## config.mk

```make
export PLATFORM = sky130hd
export DESIGN_NAME = cache_subsystem
export DESIGN_NICKNAME = d
export VERILOG_FILES = /design/src/cache_pkg.sv /design/src/instr_cache.sv /design/src/data_cache.sv /design/src/mem_port_ctrl.sv /design/src/cache_subsystem.sv
export SDC_FILE = /design/constraint.sdc
export NUM_CORES = 1
export LEC_CHECK = 0
export BUFFER_PORTS_ARGS = -buffer_cell sky130_fd_sc_hd__buf_2
export CORE_ASPECT_RATIO = 0.6
export CORE_MARGIN = 4
export CORE_UTILIZATION = 50
export CTS_CLUSTER_SIZE = 12
export DETAILED_ROUTE_END_ITERATION = 8
export PLACE_DENSITY = 0.72
export SYNTH_ARGS = -nofsm -noshare
export SYNTH_HDL_FRONTEND = slang
export SYNTH_SLANG_ARGS = --single-unit
```

## constraint.sdc

```tcl
create_clock -name clk -period 9.85 [get_ports clk]
set_input_delay 1.97 -clock clk [delete_from_list [all_inputs] [get_ports clk]]
set_output_delay 1.97 -clock clk [all_outputs]
set_load 0.005 [all_outputs]
```

## src/cache_pkg.sv

```systemverilog
package cache_pkg;

	// word and line geometry
	localparam int WORD_W     = 16;
	localparam int LINE_WORDS = 4;
	localparam int LINE_W     = LINE_WORDS * WORD_W;
	localparam int NUM_LINES  = 8;

	// address split into tag, index and offset
	localparam int OFFSET_W = 2;
	localparam int INDEX_W  = 3;
	localparam int TAG_W    = WORD_W - INDEX_W - OFFSET_W;

	// fixed DMA command raised on an external interrupt
	localparam logic [WORD_W-1:0] DMA_ADDR = 16'h0017;
	localparam logic [WORD_W-1:0] DMA_LEN  = 16'd12;

	// cache FSM states with the instruction cache using the first four
	localparam logic [2:0] ST_IDLE    = 3'd0;
	localparam logic [2:0] ST_LOOKUP  = 3'd1;
	localparam logic [2:0] ST_FILL    = 3'd2;
	localparam logic [2:0] ST_RESPOND = 3'd3;
	localparam logic [2:0] ST_WR_WAIT = 3'd4;
	localparam logic [2:0] ST_WRITE   = 3'd5;

	// one address word seen as a memory address or as cache fields
	typedef union packed {
		logic [WORD_W-1:0] raw;
		struct packed {
			logic [TAG_W-1:0]    tag;
			logic [INDEX_W-1:0]  index;
			logic [OFFSET_W-1:0] offset;
		} fields;
	} cache_addr_u;

	// one memory line with word 0 at the low end
	typedef logic [LINE_WORDS-1:0][WORD_W-1:0] cache_line_t;

	typedef struct packed {
		logic              read;
		logic              write;
		logic [WORD_W-1:0] addr;
		logic [WORD_W-1:0] wdata;
	} cpu_req_t;

	// port 1 line read
	typedef struct packed {
		logic              read;
		logic [WORD_W-1:0] addr;
	} mem_rd_req_t;

	// port 2 line write
	typedef struct packed {
		logic              write;
		logic [WORD_W-1:0] addr;
		cache_line_t       data;
	} mem_wr_req_t;

	typedef struct packed {
		logic              valid;
		logic [WORD_W-1:0] addr;
		logic [WORD_W-1:0] len;
	} dma_cmd_t;

endpackage

```

## src/instr_cache.sv

```systemverilog
`timescale 1ns/10ps

module instr_cache (
	input  logic                         clk,
	input  logic                         i_arst_n,
	input  cache_pkg::cpu_req_t          i_req,
	output logic                         o_ready,
	output logic [cache_pkg::WORD_W-1:0] o_rdata,
	output cache_pkg::mem_rd_req_t       o_mem_req,
	input  logic                         i_mem_ready,
	input  cache_pkg::cache_line_t       i_mem_data
);

	logic [2:0]                      state_q;
	cache_pkg::cache_addr_u          req_addr_q;
	cache_pkg::cache_addr_u          line_addr;
	logic [cache_pkg::NUM_LINES-1:0] valid_q;
	logic [cache_pkg::TAG_W-1:0]     tag_mem [cache_pkg::NUM_LINES];
	logic [cache_pkg::LINE_W-1:0]    line_mem [cache_pkg::NUM_LINES];
	cache_pkg::cache_line_t          cur_line;
	logic                            hit;
	logic                            fill_done;

	// lookup on the captured address
	always_comb begin
		cur_line = line_mem[req_addr_q.fields.index];
		hit = valid_q[req_addr_q.fields.index] &&
			(tag_mem[req_addr_q.fields.index] == req_addr_q.fields.tag);
		line_addr = req_addr_q;
		line_addr.fields.offset = '0;
	end

	// miss goes out on port 1 in the lookup cycle already
	always_comb begin
		o_mem_req.read = ((state_q == cache_pkg::ST_LOOKUP) && !hit) ||
			(state_q == cache_pkg::ST_FILL);
		o_mem_req.addr = line_addr.raw;
	end

	assign fill_done = o_mem_req.read && i_mem_ready;

	assign o_ready = ((state_q == cache_pkg::ST_LOOKUP) && hit) ||
		(state_q == cache_pkg::ST_RESPOND);
	assign o_rdata = cur_line[req_addr_q.fields.offset];

	always_ff @(posedge clk or negedge i_arst_n) begin
		if (!i_arst_n) begin
			state_q <= cache_pkg::ST_IDLE;
			valid_q <= '0;
		end else begin
			case (state_q)
				cache_pkg::ST_IDLE: begin
					if (i_req.read)
						state_q <= cache_pkg::ST_LOOKUP;
				end
				cache_pkg::ST_LOOKUP: begin
					if (hit)
						state_q <= cache_pkg::ST_IDLE;
					else if (i_mem_ready)
						state_q <= cache_pkg::ST_RESPOND;
					else
						state_q <= cache_pkg::ST_FILL;
				end
				cache_pkg::ST_FILL: begin
					if (i_mem_ready)
						state_q <= cache_pkg::ST_RESPOND;
				end
				default: state_q <= cache_pkg::ST_IDLE;
			endcase
			if (fill_done)
				valid_q[req_addr_q.fields.index] <= 1'b1;
		end
	end

	// address capture and line storage
	always_ff @(posedge clk) begin
		if ((state_q == cache_pkg::ST_IDLE) && i_req.read)
			req_addr_q.raw <= i_req.addr;
		if (fill_done) begin
			tag_mem[req_addr_q.fields.index]  <= req_addr_q.fields.tag;
			line_mem[req_addr_q.fields.index] <= i_mem_data;
		end
	end

	// the read waits out a port 1 still held by the data cache
	a_rd_hold: assert property (@(posedge clk) disable iff (!i_arst_n)
		o_mem_req.read && !i_mem_ready |=> o_mem_req.read && $stable(o_mem_req.addr));

endmodule

```

## src/data_cache.sv

```systemverilog
`timescale 1ns/10ps

module data_cache (
	input  logic                         clk,
	input  logic                         i_arst_n,
	input  cache_pkg::cpu_req_t          i_req,
	output logic                         o_ready,
	output logic [cache_pkg::WORD_W-1:0] o_rdata,
	output cache_pkg::mem_rd_req_t       o_mem_req,
	input  logic                         i_mem_ready,
	input  cache_pkg::cache_line_t       i_mem_data,
	output cache_pkg::mem_wr_req_t       o_mem_wr,
	input  logic                         i_mem_ack,
	input  logic                         i_bus_access
);

	logic [2:0]                      state_q;
	cache_pkg::cache_addr_u          req_addr_q;
	cache_pkg::cache_addr_u          line_addr;
	logic                            is_write_q;
	logic [cache_pkg::WORD_W-1:0]    wdata_q;
	logic [cache_pkg::NUM_LINES-1:0] valid_q;
	logic [cache_pkg::TAG_W-1:0]     tag_mem [cache_pkg::NUM_LINES];
	logic [cache_pkg::LINE_W-1:0]    line_mem [cache_pkg::NUM_LINES];
	cache_pkg::cache_line_t          cur_line;
	cache_pkg::cache_line_t          merged_line;
	logic                            hit;
	logic                            fill_done;
	logic                            line_we;

	always_comb begin
		cur_line = line_mem[req_addr_q.fields.index];
		hit = valid_q[req_addr_q.fields.index] &&
			(tag_mem[req_addr_q.fields.index] == req_addr_q.fields.tag);
		line_addr = req_addr_q;
		line_addr.fields.offset = '0;
	end

	always_comb begin
		o_mem_req.read = ((state_q == cache_pkg::ST_LOOKUP) && !hit) ||
			(state_q == cache_pkg::ST_FILL);
		o_mem_req.addr = line_addr.raw;
	end

	assign fill_done = o_mem_req.read && i_mem_ready;

	// write-allocate merges the store word into the hit line or the fill
	always_comb begin
		merged_line = o_mem_req.read ? i_mem_data : cur_line;
		if (is_write_q)
			merged_line[req_addr_q.fields.offset] = wdata_q;
	end

	assign line_we = fill_done ||
		((state_q == cache_pkg::ST_LOOKUP) && hit && is_write_q);

	// port 2 writes the stored line that already holds the new word
	always_comb begin
		o_mem_wr.write = (state_q == cache_pkg::ST_WRITE);
		o_mem_wr.addr  = line_addr.raw;
		o_mem_wr.data  = cur_line;
	end

	// read hits answer in lookup and all else from respond
	assign o_ready = ((state_q == cache_pkg::ST_LOOKUP) && hit && !is_write_q) ||
		(state_q == cache_pkg::ST_RESPOND);
	assign o_rdata = cur_line[req_addr_q.fields.offset];

	always_ff @(posedge clk or negedge i_arst_n) begin
		if (!i_arst_n) begin
			state_q <= cache_pkg::ST_IDLE;
			valid_q <= '0;
		end else begin
			case (state_q)
				cache_pkg::ST_IDLE: begin
					if (i_req.read || i_req.write)
						state_q <= cache_pkg::ST_LOOKUP;
				end
				cache_pkg::ST_LOOKUP: begin
					if (hit)
						state_q <= is_write_q ? cache_pkg::ST_WR_WAIT : cache_pkg::ST_IDLE;
					else if (i_mem_ready)
						state_q <= is_write_q ? cache_pkg::ST_WR_WAIT
							: cache_pkg::ST_RESPOND;
					else
						state_q <= cache_pkg::ST_FILL;
				end
				cache_pkg::ST_FILL: begin
					if (i_mem_ready)
						state_q <= is_write_q ? cache_pkg::ST_WR_WAIT
							: cache_pkg::ST_RESPOND;
				end
				// hold off while the DMA owns port 2
				cache_pkg::ST_WR_WAIT: begin
					if (i_bus_access)
						state_q <= cache_pkg::ST_WRITE;
				end
				cache_pkg::ST_WRITE: begin
					if (i_mem_ack)
						state_q <= cache_pkg::ST_RESPOND;
				end
				default: state_q <= cache_pkg::ST_IDLE;
			endcase
			if (fill_done)
				valid_q[req_addr_q.fields.index] <= 1'b1;
		end
	end

	always_ff @(posedge clk) begin
		if ((state_q == cache_pkg::ST_IDLE) && (i_req.read || i_req.write)) begin
			req_addr_q.raw <= i_req.addr;
			is_write_q     <= i_req.write;
			wdata_q        <= i_req.wdata;
		end
		if (fill_done)
			tag_mem[req_addr_q.fields.index] <= req_addr_q.fields.tag;
		if (line_we)
			line_mem[req_addr_q.fields.index] <= merged_line;
	end

	// bus access is still high when the write appears, so no grant overlaps it
	a_wr_start: assert property (@(posedge clk) disable iff (!i_arst_n)
		$rose(o_mem_wr.write) |-> i_bus_access);

	a_wr_hold: assert property (@(posedge clk) disable iff (!i_arst_n)
		o_mem_wr.write && !i_mem_ack |=>
			o_mem_wr.write && $stable(o_mem_wr.addr) && $stable(o_mem_wr.data));

endmodule

```

## src/mem_port_ctrl.sv

```systemverilog
`timescale 1ns/10ps

module mem_port_ctrl (
	input  logic                   clk,
	input  logic                   i_arst_n,
	input  cache_pkg::mem_rd_req_t i_irq,
	input  cache_pkg::mem_rd_req_t i_drq,
	output logic                   o_i_ready,
	output logic                   o_d_ready,
	input  cache_pkg::mem_wr_req_t i_dwr,
	output logic                   o_d_ack,
	output cache_pkg::mem_rd_req_t o_mem1,
	input  logic                   i_mem1_ready,
	output cache_pkg::mem_wr_req_t o_mem2,
	input  logic                   i_mem2_ack,
	output logic                   o_bus_access,
	input  logic                   i_bus_request,
	output logic                   o_bus_grant,
	input  logic                   i_ex_interrupt,
	output cache_pkg::dma_cmd_t    o_dma_cmd
);

	logic p1_busy_q;
	logic p1_dc_q;
	logic p1_dc_sel;
	logic grant_q;

	// instruction side wins unless a data read already holds the port
	assign p1_dc_sel = p1_busy_q ? p1_dc_q : !i_irq.read;
	assign o_mem1    = p1_dc_sel ? i_drq : i_irq;
	assign o_i_ready = i_mem1_ready && !p1_dc_sel;
	assign o_d_ready = i_mem1_ready && p1_dc_sel;

	always_ff @(posedge clk or negedge i_arst_n) begin
		if (!i_arst_n) begin
			p1_busy_q <= 1'b0;
			p1_dc_q   <= 1'b0;
		end else if (o_mem1.read && !i_mem1_ready) begin
			p1_busy_q <= 1'b1;
			p1_dc_q   <= p1_dc_sel;
		end else if (i_mem1_ready) begin
			p1_busy_q <= 1'b0;
		end
	end

	// grant rises at once when port 2 is free and drops a cycle after the request
	assign o_bus_grant  = grant_q || (i_bus_request && !i_dwr.write);
	assign o_bus_access = !o_bus_grant;

	always_ff @(posedge clk or negedge i_arst_n) begin
		if (!i_arst_n)
			grant_q <= 1'b0;
		else
			grant_q <= i_bus_request && o_bus_grant;
	end

	assign o_mem2  = o_bus_grant ? '0 : i_dwr;
	assign o_d_ack = i_mem2_ack && !o_bus_grant;

	always_comb begin
		o_dma_cmd = '0;
		if (i_ex_interrupt) begin
			o_dma_cmd.valid = 1'b1;
			o_dma_cmd.addr  = cache_pkg::DMA_ADDR;
			o_dma_cmd.len   = cache_pkg::DMA_LEN;
		end
	end

	// the data cache never holds a line write under a grant
	a_grant_wr: assert property (@(posedge clk) disable iff (!i_arst_n)
		!(o_bus_grant && i_dwr.write));

	a_p1_owner: assert property (@(posedge clk) disable iff (!i_arst_n)
		o_mem1.read && !i_mem1_ready |=>
			o_mem1.read && $stable(o_mem1.addr));

endmodule

```

## src/cache_subsystem.sv

```systemverilog
`timescale 1ns/10ps

module cache_subsystem (
	input  logic                         clk,
	input  logic                         i_arst_n,
	input  cache_pkg::cpu_req_t          i_ireq,
	output logic                         o_iready,
	output logic [cache_pkg::WORD_W-1:0] o_irdata,
	input  cache_pkg::cpu_req_t          i_dreq,
	output logic                         o_dready,
	output logic [cache_pkg::WORD_W-1:0] o_drdata,
	output cache_pkg::mem_rd_req_t       o_mem1,
	input  logic                         i_mem1_ready,
	input  cache_pkg::cache_line_t       i_mem1_data,
	output cache_pkg::mem_wr_req_t       o_mem2,
	input  logic                         i_mem2_ack,
	input  logic                         i_bus_request,
	output logic                         o_bus_grant,
	input  logic                         i_ex_interrupt,
	output cache_pkg::dma_cmd_t          o_dma_cmd
);

	cache_pkg::mem_rd_req_t ic_mem_req;
	cache_pkg::mem_rd_req_t dc_mem_req;
	cache_pkg::mem_wr_req_t dc_mem_wr;
	logic                   ic_mem_ready;
	logic                   dc_mem_ready;
	logic                   dc_mem_ack;
	logic                   bus_access;

	instr_cache u_instr_cache (
		.clk         (clk),
		.i_arst_n    (i_arst_n),
		.i_req       (i_ireq),
		.o_ready     (o_iready),
		.o_rdata     (o_irdata),
		.o_mem_req   (ic_mem_req),
		.i_mem_ready (ic_mem_ready),
		.i_mem_data  (i_mem1_data)
	);

	// both caches see the same port 1 line but only the owner gets ready
	data_cache u_data_cache (
		.clk          (clk),
		.i_arst_n     (i_arst_n),
		.i_req        (i_dreq),
		.o_ready      (o_dready),
		.o_rdata      (o_drdata),
		.o_mem_req    (dc_mem_req),
		.i_mem_ready  (dc_mem_ready),
		.i_mem_data   (i_mem1_data),
		.o_mem_wr     (dc_mem_wr),
		.i_mem_ack    (dc_mem_ack),
		.i_bus_access (bus_access)
	);

	mem_port_ctrl u_mem_port_ctrl (
		.clk            (clk),
		.i_arst_n       (i_arst_n),
		.i_irq          (ic_mem_req),
		.i_drq          (dc_mem_req),
		.o_i_ready      (ic_mem_ready),
		.o_d_ready      (dc_mem_ready),
		.i_dwr          (dc_mem_wr),
		.o_d_ack        (dc_mem_ack),
		.o_mem1         (o_mem1),
		.i_mem1_ready   (i_mem1_ready),
		.o_mem2         (o_mem2),
		.i_mem2_ack     (i_mem2_ack),
		.o_bus_access   (bus_access),
		.i_bus_request  (i_bus_request),
		.o_bus_grant    (o_bus_grant),
		.i_ex_interrupt (i_ex_interrupt),
		.o_dma_cmd      (o_dma_cmd)
	);

endmodule

```

Yosys cells after proc, flatten, opt, wreduce, memory -nomap -nowiden
Memory sizes are Yosys's and may differ from the RTL's. A register that Yosys moved wholly into a read port is not among the register bits.
Index checks and enable logic that the tools add are counted.
Storage, ports and cells
  flip-flop bits (word level): 74
  memory bits (writable): 1200
  bits of input ports: 138
  output and inout bits: 166
  logic and storage cells: 128
  memories kept: 4
Memories
  u_data_cache.line_mem: depth 8, width 64, read ports 1, clocked after memory_dff 1, write ports 1, line data_cache.sv:24  | logic [cache_pkg::LINE_W-1:0] line_mem [cache_pkg::NUM_LINES];
  u_instr_cache.line_mem: depth 8, width 64, read ports 1, clocked after memory_dff 1, write ports 1, line instr_cache.sv:19  | logic [cache_pkg::LINE_W-1:0] line_mem [cache_pkg::NUM_LINES];
  u_data_cache.tag_mem: depth 8, width 11, read ports 1, clocked after memory_dff 1, write ports 1, line data_cache.sv:23  | logic [cache_pkg::TAG_W-1:0] tag_mem [cache_pkg::NUM_LINES];
  u_instr_cache.tag_mem: depth 8, width 11, read ports 1, clocked after memory_dff 1, write ports 1, line instr_cache.sv:18  | logic [cache_pkg::TAG_W-1:0] tag_mem [cache_pkg::NUM_LINES];
Cells by class
  order comparisons: 7
  equality and inequality tests: 16
  muxes and demuxes: 47
  bitwise logic cells: 2
  reductions and logical operators: 41
Operator list (number)
  $mux W64: 2
  $mux W81: 1
  $bmux W16 S2: 2
  $bwmux W64: 1
  $mux W16: 3
  $mux W3: 15
  $mux W33: 1
  $demux W16 S2: 1
  $eq A11 B11 Y1: 2
  $logic_and A1 B1 Y1: 21
  $mux W17: 1
  $or A8 B8 Y8: 2
  $pmux W3 S5: 1
  $mux W1: 14
  $eq A3 B2 Y1 const B: 4
  $pmux W3 S3: 1
  $logic_not A1 Y1: 8
  $lt A3 B4 Y1 const B: 2
  $logic_or A1 B1 Y1: 7
  $bmux W1 S3: 2
  $demux W1 S3: 2
  $eq A3 B1 Y1 const B: 2
  $eq A3 B3 Y1 const B: 2
  $ge A3 B1 Y1 const B: 2
  8 further kinds: 14

Logic depth before layout (Yosys ltp)
Gate-level depths: netlist (run 1).
  depth in word-level cells: 13
  gate-level depth with buffers: 14
  depth with buffers taken out: 8

Modules after synthesis
From an unflattened synthesis (run 1), not the netlist that was laid out.
Unflattened totals
  cell total of the unflattened synthesis: 2478
  area, all modules: 51874.8 µm²
Modules (own cells, without submodules)
  data_cache: instances 1, cells an instance 1311, area each 26510.4 µm², sequential area each 19343.6 µm²
  instr_cache: instances 1, cells an instance 1006, area each 24166.9 µm², sequential area each 18808.0 µm²
  mem_port_ctrl: instances 1, cells an instance 161, area each 1197.4 µm², sequential area each 75.1 µm²

Worst setup path before layout (run 1)
Ideal clock, no wire load.
  path type: input port to flip-flop
  start point: in i_mem1_ready
  end point: mem u_instr_cache.line_mem[1][0] in the netlist's numbering, enable pin
  library setup time: 0.693 ns
  data arrival time: 9.423 ns
  data required time: 9.157 ns
  slack: -0.266 ns
  stages: 3
  path buffers: 1
  cell sequence: clkbuf_1 -> nand2_1 -> nor4_1
On the way
  longest elaborated chain between the ends: 4
RTL lines
  from (decl): line cache_subsystem.sv:13  | input logic i_mem1_ready,
  $logic_and A1 B1 Y1: line mem_port_ctrl.sv:31  | assign o_i_ready = i_mem1_ready && !p1_dc_sel;
  $logic_and A1 B1 Y1: line instr_cache.sv:40  | assign fill_done = o_mem_req.read && i_mem_ready;
  $mux W1: line instr_cache.sv:79  | if (fill_done) begin
  $mux W1 (implied by the code): line instr_cache.sv:81  | line_mem[req_addr_q.fields.index] <= i_mem_data;
  to (decl): line instr_cache.sv:19
Every way passes these cells.

==> results of run 1 <==
==> layout by cell type (no fill, tap or decap), drive strengths merged, types with 7 or more instances in the layout <==
master	instances
a21oi	12
a22oi	10
and2	80
and3	9
buf	291
clkbuf	147
clkinv	13
conb	30
dfrtp	24
edfxtp	1249
inv	13
mux2	105
mux2i	114
mux4	328
nand2	90
nor2	36
nor2b	7
nor3	7
o21ai	73
xnor2	11
==> worst max-delay path: stages (launching register included) <==
cell and delay (ns):
dfxtp_4 0.73, buf_4 0.90, buf_4 0.88, mux4_2 0.42, mux2_2 0.39, mux4_2 0.49, buf_2 0.15
==> logic make-up after synthesis <==
family,share of synthesized area (%)
other,0.00731
muxes,19.0
DFF,74.5
AOI/OAI and AO/OA,1.78
buffers and inverters,1.77
and+or+nand+nor,2.61
xor gates and xnor gates,0.290
==> power by group through the flow <==
stage / sequential [mW] / combinational, mW / clock, mW
final: 7.68 / 5.01 / 4.05
after global routing: 7.74 / 5.33 / 4.36
after CTS: 7.68 / 5.01 / 4.12
after detailed placement: 7.79 / 4.99 / 0
after global placement: 7.74 / 4.82 / 0
after floorplan: 7.41 / 3.56 / 0
==> state kept, by name (all words and copies together) (netlist names), named ones only <==
signal,count
u_data_cache.line_mem,512
u_instr_cache.req_addr_q,16
u_data_cache.tag_mem,88
u_data_cache.req_addr_q,16
u_mem_port_ctrl.p1_busy_q,1
u_instr_cache.valid_q,8
u_instr_cache.state_q,2
u_instr_cache.line_mem,512
u_mem_port_ctrl.p1_dc_q,1
u_data_cache.is_write_q,1
u_data_cache.state_q,3
u_instr_cache.tag_mem,88
u_data_cache.valid_q,8
u_data_cache.wdata_q,16
u_mem_port_ctrl.grant_q,1
==> per-stage QoR <==
stage	std cells	power (mW)	cell area [um^2]
2_1_floorplan	2461	11.0	51400
3_3_place_gp	3912	12.6	53900
3_5_place_dp	3912	12.8	53900
4_1_cts	4077	16.8	57200
5_1_grt	4078	17.4	57200
6_report	4083	16.7	57200
==> worst paths after layout <==
check	slack, ns	endpoint
min reg2reg	0.46	u_data_cache.valid_q[6]
max reg2reg	3.74	u_data_cache.line_mem[2][24]
min in group asynchronous	1.29	u_instr_cache.valid_q[4]
max in group asynchronous	8.14	u_data_cache.valid_q[0]
min	0.46	u_data_cache.valid_q[6]
max	3.07	o_drdata[12]
==> layer usage <==
metal	track usage, %	vias up	part of all wire, %
met5	0	-	0.051
met4	5.35	10	2.3
met3	4.86	188	8.3
met2	36.2	1126	49
met1	32.6	13300	41
li1	-	10500	-
==> area by class of cell <==
cell class / instances / area, um^2 / area share, %
timing repair buffer: 291 / 1590 / 2.78
sequential: 1279 / 38200 / 66.9
inverter: 8 / 30.0 / 0.0525
antenna: 6 / 15.0 / 0.0262
clock buffer: 147 / 3120 / 5.46
multi-input combinational: 1000 / 12400 / 21.7
clock inverter: 18 / 130 / 0.227
tap: 1334 / 1670 / 2.92
==> qor.yml, run 1 <==
wirelength_um: 123000
maxSlewHeadroom_pct: 17.8
port_buffers: 248
synth_area_leader_cell: "edfxtp_1"
hold_buffers: 0
worstHoldPathCells: 1
fin_tns_setup_ns: 0
preCtsSetupSlack_ns: 3.70
ys_top_cells_by_area: "edfxtp_1 (73%), mux4_2 (14%), mux2i_1 (2.2%)"
fp.dieW_um: 421
die_y_um: 256
syn_to_final_growth_pct: 11.6
leakage_nw: 18.7
grt_pass1_vias: 25500
switchingPower_mw: 5.23
holdWs_ns: 0.464
cts_buffers: 119
grt_first_pass_wirelength_um: 179000
ys_seq_area_share_pct: 74.5
maxSlewViolCount: 0
p_seq_share_pct: 45.9
overflow: 0
fp.coreArea_um2: 101000
ys_types: 59
place_hpwl_um: 75200
drive_gt1_share_pct: 32.6
rsz0062_at_grt: "false"
ys_ff_latch: 1279
path_class: "reg -> out"
pwr_density_cell_nw_per_um2: 293
setup_viol: 0
initial_core_util_pct: 50.7
nFillCells: 7274
synth_commonest_cells: "edfxtp_1 (1249), mux4_2 (328), mux2i_1 (114), mux2_2 (97), nand2_1 (90)"
cts_root_buf: "clkbuf_16"
cts_tree: "built"
hold_violations: 0
clk_latency_ns: 0.72
syn_avg_cell_area_um2: 21.1
worst_pin_slew_ns: 1.23
avgRoutedWirePerCell_um: 30.2
die-area_um2: 108000
hold_path_class: "reg -> reg"
cts.clk_slew.worst_paths_ns: 0.06
yosysMostFrequentCell: "edfxtp_1"
fin_crit_ns: 6.78
comb_power_share_pct: 29.9
syn_inst: 2432
min-delay-start: "u_data_cache.valid_q[6]"
vdd_ir_drop_max_v: 0.000230
cts-resized-gates: 0
ios: 304
ant_nets: 0
drt-vias-per-instance: 6.15
grt_max_degree: 118
pwr-share-clk_pct: 24.2
min_period_over_period_pct: 68.8
synth.top_cell.area_share_pct: 73.1
rows: 90
vias: 25100
final_core_util_pct: 56.6
fin_nets: 2837
start_kind: "flop"
postCtsSetupBuffers: 0
outcome: "finished, final reports clean"
syn_area_um2: 51300
first_pass_iters: 5
reg2reg_depth: 11
ys.flop_type: "edfxtp_1"
synth_async_sr_flop_share_pct: 1.88
endpoint_kind: "primary output"
fin_ws_ns: 3.07
p_int_mw: 11.5
gp_congestion: 0.842
crit_fanout: 67
clockBufferDepth: 3
fin_skew_ns: 0.0156
drc_errors: 0
grt_use_total_pct: 22.7
htree_num_levels: 3
drt-initial-drc-count: 3194
swShare_pct: 31.3
arrival_ns: 4.81
yosys_warnings: 0
clock_sinks: 1279
antenna_found_initial: 13
synth_edf_count: 1249
cap_violations: 0
worstPathRequired_ns: 7.88
fmax_ghz: 0.148
No activity file was read; power rests on OpenSTA's default activity.
==> run 2: changes to the inputs <==
==> constraint.sdc (replaced) <==
create_clock -name clk -period 5.5 [get_ports clk]
set_input_delay 1.1 -clock clk [delete_from_list [all_inputs] [get_ports clk]]
set_output_delay 1.1 -clock clk [all_outputs]
set_load 0.005 [all_outputs]
==> run 2 against run 1 <==
Sequential share of layout area is 0.79 points lower. Global-route usage is 0.31 points higher. Die area stayed put. Critical path depth is 3 higher. Design area is 1.2% higher. Final cell count is 1.0% higher. Sequential power is 77% higher. First-iteration DRC count is 2.5% lower. Clock skew is 0.012 ns higher. Combinational power is 86% higher. Wire length is 1.4% higher.
==> qor.yml, run 2 (synthesized netlist as in run 1, its figures left out) <==
clock_sinks: 1279  # unchanged
fmax_ghz: 0.191
hold_path_class: "in -> async"  # was reg -> reg
setup_viol: 0  # unchanged
place_hpwl_um: 79200  # was 75200 um
fin_nets: 2875  # was 2837
pwr_density_cell_nw_per_um2: 521  # was 293 nW/um^2
crit_fanout: 18  # was 67
endpoint_kind: "primary output"  # unchanged
fp.coreArea_um2: 101000  # unchanged
nFillCells: 7243  # was 7274
first_pass_iters: 5  # unchanged
antenna_found_initial: 13  # unchanged
gp_congestion: 0.842  # about the same
outcome: "finished, final reports clean"  # unchanged
arrival_ns: 4.13  # was 4.81 ns
maxSlewHeadroom_pct: 19.4  # was 17.8%
leakage_nw: 19.0  # was 18.7 nW
preCtsSetupSlack_ns: 0.990  # was 3.70 ns
ios: 304  # unchanged
place_inst: 3950  # was 3912
cts_tree: "built"  # unchanged
rsz0062_at_grt: "false"  # unchanged
multi_input_area_um2: 12400  # about the same
cts_buffers: 119  # unchanged
layout_commonest_cell: "edfxtp_1"  # unchanged
most-common-layout-cells: "edfxtp_1 (1249), mux4_2 (328), buf_2 (248)"  # unchanged
maxSlewViolCount: 0  # unchanged
grt_use_total_pct: 23.0  # was 22.7%
hold_violations: 0  # unchanged
overflow: 0  # unchanged
start_kind: "flop"  # unchanged
fin_ws_ns: 0.274  # was 3.07 ns
clockBufferDepth: 3  # unchanged
grt_max_degree: 129  # was 118
drt-initial-drc-count: 3113  # was 3194
fin_area_um2: 57900  # was 57200 um^2
clk_latency_ns: 0.72  # about the same
reg2reg_depth: 10  # was 11
fin_crit_ns: 5.23
ant_nets: 0  # unchanged
postCtsSetupBuffers: 0  # unchanged
path_class: "reg -> out"  # unchanged
finalPower_mw: 30.1  # was 16.7 mW
drt-vias-per-instance: 6.20  # was 6.15
die_y_um: 256  # unchanged
drc_errors: 0  # unchanged
grt_first_pass_wirelength_um: 182000  # was 179000 um
drive_gt1_share_pct: 33.4  # was 32.6%
avgRoutedWirePerCell_um: 30.3  # was 30.2 um
reg2reg_slack_ns: 0.86  # was 3.74 ns
worstPathRequired_ns: 4.40  # was 7.88 ns
initial_core_util_pct: 50.7  # unchanged
die-area_um2: 108000  # unchanged
hold_buffers: 0  # unchanged
min_period_over_period_pct: 95.0
port_buffers: 248  # unchanged
cts.clk_slew.worst_paths_ns: 0.06  # about the same
fin_cells: 4124  # was 4083
cts_root_buf: "clkbuf_16"  # unchanged
placed_cell_area_um2: 54600  # was 53900 um^2
worst_pin_slew_ns: 1.21  # was 1.23 ns
syn_to_final_growth_pct: 12.9  # was 11.6%
grt_pass1_vias: 25500  # about the same
cts-resized-gates: 0  # unchanged
fp.dieW_um: 421  # unchanged
wirelength_um: 125000  # was 123000 um
holdWs_ns: 0.399  # was 0.464 ns
vdd_ir_drop_max_v: 0.000617  # was 0.000230 V
cap_violations: 0  # unchanged
regArea_um2: 38200  # unchanged
rows: 90  # unchanged
largestRegisters: "u_data_cache.line_mem (512), u_instr_cache.line_mem (512)"  # unchanged
vias: 25600  # was 25100
fin_skew_ns: 0.0277  # was 0.0156 ns
htree_num_levels: 3  # unchanged
[run 2: metal layers]
| metal | GRT usage, % | wire [um] | up-vias |
|---|---|---|---|
| met5 | 0 | 15 | - |
| met4 | 4.92 | 2550 | 4 |
| met3 | 5.06 | 11300 | 179 |
| met2 | 35.8 | 59900 | 1272 |
| met1 | 33.9 | 51400 | 13600 |
| li1 | - | - | 10500 |
[run 2: final cells by class]
type	instances	share of cell area, %
tap	1334	2.88
multi-input combinational	1000	21.4
clock inverter	9	0.143
sequential	1279	66.1
timing repair buffer	329	3.95
antenna	7	0.0303
clock buffer	158	5.45
inverter	8	0.0519
[run 2: worst paths after layout]
| check | endpoint |
|---|---|
| setup / recovery | o_mem1[16] |
| hold / removal | u_instr_cache.valid_q[0] |
| setup reg to reg | u_data_cache.line_mem[4][5] |
| hold reg to reg | u_data_cache.valid_q[4] |
| max in group asynchronous | u_data_cache.valid_q[4] |
| min in group clk | u_data_cache.valid_q[4] |
[run 2: critical path, stage by stage, from the launching register on]
cell      delay [ns]
dfxtp_4         0.57
mux4_2          0.56
mux2i_1         0.19
xnor2_1         0.11
nor4_2          0.35
nand4_2         0.21
o41a_1          0.79
nand2b_1        0.35
nand2_1         0.13
buf_2           0.13
[run 2: per-stage QoR]
step                setup TNS [ns]  util, %
global route                     0     57.2
floorplan                  -338.37        -
detailed placement               0     54.0
global placement                 0     54.0
finish                           0     57.3
CTS                              0     57.2
[run 2: where the power goes]
group          total (mW)  switching [mW]  internal, mW  leakage (nW)
logic                9.31            5.40          3.91          5.81
clock network        7.25            3.31          3.94          1.57
registers            13.6           0.738          12.9          11.6
